`config.mk`:
```
export PLATFORM = sky130hd
export DESIGN_NAME = flow_update_fifo
export DESIGN_NICKNAME = d
export VERILOG_FILES = /design/src/flow_types_pkg.sv /design/src/flow_update_fifo.sv
export VERILOG_INCLUDE_DIRS = /design/src /design/src/src
export SDC_FILE = /design/constraint.sdc
export NUM_CORES = 1
export LEC_CHECK = 0
export BUFFER_PORTS_ARGS = -buffer_cell sky130_fd_sc_hd__clkbuf_2
export CAP_MARGIN = 25
export CORE_MARGIN = 4
export CORE_UTILIZATION = 61
export DETAILED_ROUTE_END_ITERATION = 6
export GPL_TIMING_DRIVEN = 0
export PLACE_DENSITY = 0.85
export SLEW_MARGIN = 20
export SYNTH_ARGS = -nofsm -noshare
export SYNTH_HDL_FRONTEND = slang
export SYNTH_SLANG_ARGS = --single-unit
export TNS_END_PERCENT = 20
```
`constraint.sdc`:
```
create_clock -name clk -period 5.2 [get_ports clk]
set_input_delay 0.52 -clock clk [delete_from_list [all_inputs] [get_ports clk]]
set_output_delay 0.52 -clock clk [all_outputs]
set_load 0.01 [all_outputs]
```
`src/flow_macros.svh`:
```
// Table depths, field widths and PIO word width of the flow-state memories.
`ifndef FLOW_MACROS_SVH
`define FLOW_MACROS_SVH

// Row index width of each hash bank.
`define FLOW_HASH_DEPTH_NBITS 8

// Flow id width, also the address width of the key and expiry tables.
`define FLOW_FID_NBITS 10

// One bucket of a hash bank.
`define FLOW_BUCKET_NBITS 64

// One flow key.
`define FLOW_KEY_NBITS 64

// Expiry time and real-time counter, kept at the same width.
`define FLOW_ETIME_NBITS 16
`define FLOW_RTIME_NBITS 16

// Register port word, half a bucket.
`define FLOW_PIO_NBITS 32

// Pending set-expiry events, four entries.
`define FLOW_UPD_FIFO_DEPTH_NBITS 2

`endif

```
`src/flow_types_pkg.sv`:
```
// Flow data types: ids, times, keys, buckets and the table write structs.
`default_nettype none
`include "flow_macros.svh"

package flow_types_pkg;

    typedef logic [`FLOW_FID_NBITS-1:0]        fid_t;
    typedef logic [`FLOW_HASH_DEPTH_NBITS-1:0] hash_row_t;
    typedef logic [`FLOW_BUCKET_NBITS-1:0]     bucket_t;
    typedef logic [`FLOW_KEY_NBITS-1:0]        flow_key_t;
    typedef logic [`FLOW_ETIME_NBITS-1:0]      etime_t;
    typedef logic [`FLOW_RTIME_NBITS-1:0]      rtime_t;

    // Explicit expiry for one flow, also the FIFO entry.
    typedef struct packed {
        fid_t   fid;
        etime_t etime;
    } etime_update_t;

    // Application write into a hash bank.
    typedef struct packed {
        logic      wr;
        hash_row_t row;
        bucket_t   bucket;
    } tbl_wr_t;

    typedef struct packed {
        logic      wr;
        fid_t      fid;
        flow_key_t key;
    } key_wr_t;

endpackage

`default_nettype wire

```
`src/flow_update_fifo.sv`:
```
// First-word-fall-through FIFO of pending expiry updates.
`default_nettype none
`include "flow_macros.svh"

module flow_update_fifo
    import flow_types_pkg::*;
#(
    parameter int DEPTH_NBITS = `FLOW_UPD_FIFO_DEPTH_NBITS
) (
    input  wire logic          clk,
    input  wire logic          rst_n,
    input  wire logic          push,
    input  wire etime_update_t push_data,
    input  wire logic          pop,
    output etime_update_t      pop_data,
    output logic               empty,
    output logic               full
);

    localparam int DEPTH = 2**DEPTH_NBITS;

    etime_update_t          entries [DEPTH];
    logic [DEPTH_NBITS-1:0] wptr;
    logic [DEPTH_NBITS-1:0] rptr;
    logic [DEPTH_NBITS:0]   count;
    logic                   do_push;
    logic                   do_pop;

    assign empty = (count == '0);
    assign full  = count[DEPTH_NBITS];  // Count reaches DEPTH.

    assign do_push = push && !full;   // Dropped when full.
    assign do_pop  = pop && !empty;

    assign pop_data = entries[rptr];  // Head is always visible.

    always_ff @(posedge clk) begin
        if (do_push) begin
            entries[wptr] <= push_data;
        end
    end

    always_ff @(posedge clk) begin
        if (!rst_n) begin
            wptr  <= '0;
            rptr  <= '0;
            count <= '0;
        end else begin
            if (do_push) begin
                wptr <= wptr + 1'b1;
            end
            if (do_pop) begin
                rptr <= rptr + 1'b1;
            end
            case ({do_push, do_pop})
                2'b10:   count <= count + 1'b1;
                2'b01:   count <= count - 1'b1;
                default: count <= count;
            endcase
        end
    end

endmodule

`default_nettype wire

```
### Yosys cells after proc, flatten, opt, wreduce, memory -nomap -nowiden

Memory sizes are Yosys's and may differ from the RTL's. A register that Yosys moved wholly into a read port is not among the register bits.
Index checks and enable logic that the tools add are counted.

* $add $sub $neg: 4
* equality and inequality tests: 2
* mux-type cells: 5
* reduce and logical (&&, ||, !) cells: 6

Operators by type and width (count)
* $pmux W3 S2: 1
* $add A2 B1 Y2 const B: 2
* $mux W2: 2
* $add A3 B1 Y3 const B: 1
* $logic_not A3 Y1: 1
* $sub A3 B1 Y3 const B: 1
* $eq A2 B1 Y1 const B: 1
* $eq A2 B2 Y1 const B: 1
* $logic_and A1 B1 Y1: 2
* $logic_not A1 Y1: 2
* $mux W1: 2
* $reduce_bool A2 Y1: 1

* bits in registers: 7
* memory bits (writable): 104
* input bits: 30
* logic and storage cells: 21
* memories kept: 1

Memory list
* entries: depth 4, width 26, read ports 1, clocked after Yosys merged registers in 1, wr ports 1, line flow_update_fifo.sv:22 `etime_update_t entries [DEPTH];`

### Depth between registers and ports, before layout

* depth after elaboration: 5
* mapped depth: 9
* depth with buffers taken out: 8

### Worst setup path after synthesis

OpenSTA, ideal clock, no wires.

* path kind: input -> register
* start: in push
* end: reg count[2]
* arrival: 2.008 ns
* required time: 5.124 ns
* setup slack: 3.117 ns
* stages: 9
* path buffers: 1
* cell sequence: nor2b_1 > clkbuf_1 > inv_1 > ha_1 > inv_1 > fa_1 > xor2_1 > or3_1 > a21boi_0

* cells in the longest elaborated chain, start to end: 3

Ends and longest elaborated chain
* from (decl): line flow_update_fifo.sv:12 `input wire logic push,`
* $logic_and A1 B1 Y1 (*): line flow_update_fifo.sv:32 `assign do_push = push && !full;`
* $eq A2 B1 Y1 or $eq A2 B2 Y1 (tied branches): line flow_update_fifo.sv:55 `case ({do_push, do_pop})`
* $pmux W3 S2 or $reduce_bool A2 Y1 (tied branches)
* to (signal assigned): line flow_update_fifo.sv:56 `2'b10: count <= count + 1'b1;`
* to (signal assigned): line flow_update_fifo.sv:57 `2'b01: count <= count - 1'b1;`
* to (signal assigned): line flow_update_fifo.sv:58 `default: count <= count;`
* to (decl): line flow_update_fifo.sv:25 `logic [DEPTH_NBITS:0] count;`

Every way passes the cells marked *; elsewhere a longest branch is shown, timed or not.
A chain may end at the register's enable or synchronous reset.

==> flow_metrics.env <==
export IMPL_die_area_um2=8400
export IMPL_syn2layout_area_growth_pct=21.4
export IMPL_die_h_um=91.7
export IMPL_overflow=0
export IMPL_yosysMostFrequentCell="edfxtp_1"
export IMPL_layout_worst_path_cycle_share=0.458
export IMPL_synth_area_leaders="edfxtp_1 (73%), mux4_2 (11%), dfxtp_1 (4.2%)"
export IMPL_tightestPinTransition_ns=0.712
export IMPL_syn_cell_area_um2=4270
export IMPL_synth_edf_count=104
export IMPL_antenna_found_initial=0
export IMPL_critPathCaptureType="output pin"
export IMPL_wl_met1_mm=2.87
export IMPL_routedWlPerCell_um=19.0
export IMPL_pin_count=58
export IMPL_cp_required_ns=4.68
export IMPL_cts_repair_resize_count=0
export IMPL_postCtsSetupBuffers=0
export IMPL_placed_cell_area_um2=4680
export IMPL_start_kind="flip-flop"
export IMPL_ys_flop_type="edfxtp_1"
export IMPL_final_core_util=0.763
export IMPL_dp_cells=339
export IMPL_pre_cts_ws_ns=2.91
export IMPL_p_total_mw=2.72
export IMPL_rsz0062_at_grt="false"
export IMPL_clock_latency_ns=0.51
export IMPL_port_buffers=57
export IMPL_ctsHoldBuffers=0
export IMPL_met2_length_mm=3.57
export IMPL_arrival_ns=1.86
export IMPL_vias=2038
export IMPL_slew_headroom=0.526
export IMPL_wirelength_mm=7.05
export IMPL_finalMaxSlewViolations=0
export IMPL_multi_input_area_um2=880
export IMPL_postRouteAntennaNets=0
export IMPL_root_buffer="clkbuf_8"
export IMPL_avgSynthCellArea_um2=23.0
export IMPL_drtPass1Iterations=4
export IMPL_clock_skew_ns=0.00657
export IMPL_ys_ff_latch=113
export IMPL_coreArea_um2=6790
export IMPL_finalSetupViolCount=0
export IMPL_synth_top_area_cell="edfxtp_1"
export IMPL_fin_cells=371
export IMPL_clockBufferDepth=2
export IMPL_ys_seq_area_frac=0.774
export IMPL_final_hold_violation_count=0
export IMPL_synthArstFlopShare=0
export IMPL_numCtsBuffers=17
export IMPL_register_area_um2=3300
export IMPL_path_clk_slew_ns=0.05
export IMPL_timing_worst_setup_path_type="reg2out"
export IMPL_dp_hpwl_mm=4.04
export IMPL_final_area_um2=5180
export IMPL_synth_top_area_frac=0.731
export IMPL_fin_crit_ns=2.38
export IMPL_syn_nets=222
export IMPL_grt_pass1_wl_mm=11.3
export IMPL_met3WireLength_um=486
export IMPL_grt_pass1_vias=2146
export IMPL_die_w_um=91.7
export IMPL_drc=0
export IMPL_cts_tree="yes"
export IMPL_drt_iter0_drc=118
export IMPL_ctsHtreeMaxLevel=4
export IMPL_ir_worst_vdd_v=0.000320
export IMPL_highest_layer="met4"
export IMPL_finalWeightedCongestion=0.711
export IMPL_worst_hold_slack_ns=0.228
export IMPL_min_delay_path_class="in2reg"
export IMPL_clock_sinks=113
export IMPL_yosysWarningCount=0
export IMPL_synthCells=186
export IMPL_diodes=0
export IMPL_grt_max_degree=27
export IMPL_cp_max_fo=10
export IMPL_p_leak_nw=1.82
export IMPL_tns_ns=0
export IMPL_synth_common_cells="edfxtp_1 (104), mux4_2 (20), dfxtp_1 (9), and2_1 (7)"
export IMPL_rows=30
export IMPL_final_nets=298
export IMPL_ys_types=23
export IMPL_drive_gt1_frac=0.396
export IMPL_fin_ws_ns=2.82
export IMPL_final_fill_count=361
export IMPL_drv_cap=0
export IMPL_track_usage=0.189
export IMPL_max_freq_mhz=420
export IMPL_vias_per_cell=5.49
export IMPL_start_util=0.629
export IMPL_power_density_nw_per_um2=525
export IMPL_status="complete, no violations"
==> cell families after synthesis <==
kind of cell / synth area share
simple gates: 0.0252
fa+ha+maj: 0.0193
compound gates: 0.00937
xor+xnor: 0.00615
mux: 0.145
flops: 0.774
buf+inv: 0.0217
==> where the power goes <==
group	internal, mW	total [mW]	switching [mW]	leakage (nW)
registers	1.12	1.16	0.0353	1.03
clock network	0.620	0.977	0.357	0.241
logic	0.287	0.588	0.301	0.550
==> flip-flops by register name (all words and copies together), names as in the netlist, named ones only <==
name	flops
count	3
entries	104
wptr	2
rptr	2
==> per-layer routing <==
layer  GRT usage  vias to the layer above
met2       0.302                       73
met5           0                        -
met4      0.0829                        0
met3      0.0812                       11
li1            -                      928
met1       0.223                     1026
==> cells in the final DEF (no fill, tap or decap) <==
cell type and n:
or3_1 2, o21ai_0 5, ha_1 5, a21boi_0 2, mux4_2 20, nand2_1 3
clkbuf_16 16, buf_6 1, clkinvlp_4 1, fa_1 1, xor2_1 1, clkbuf_8 1
clkbuf_2 58, mux4_1 6, clkbuf_1 7, dfxtp_1 9, and2_1 3, clkinv_2 2
nor2b_1 3, mux2i_1 1, bufinv_16 1, nand4bb_1 1, xnor2_1 2, buf_12 2
buf_2 2, clkinv_1 5, nor3_2 1, edfxtp_1 104, inv_1 6, and2_2 4
==> cell type report <==
class	count	area share
Buffer	7	0.0135
Clock buffer	23	0.0842
Clock inverter	9	0.0128
Inverter	6	0.00434
Multi-Input combinational cell	60	0.170
Sequential cell	113	0.637
Tap cell	96	0.0232
Timing Repair Buffer	57	0.0550
==> path summary, 6_finish.rpt <==
| check | startpoint | end | slack [ns] | depth (start not counted) |
|---|---|---|---|---|
| min | push_data[5] | entries[2][5] | 0.23 | 1 |
| max reg2reg | count[0] | count[2] | 3.11 | 8 |
| min reg2reg | count[2] | count[2] | 0.53 | 2 |
| max | flip-flop | pop_data[18] | 2.82 | 4 |
==> worst max-delay path, stage by stage (launching register included) <==
cell and delay, ns:
dfxtp_1 0.32, clkbuf_2 0.22, buf_2 0.31, mux4_2 0.36
clkbuf_2 0.15
(Power assumes the default switching activity.)
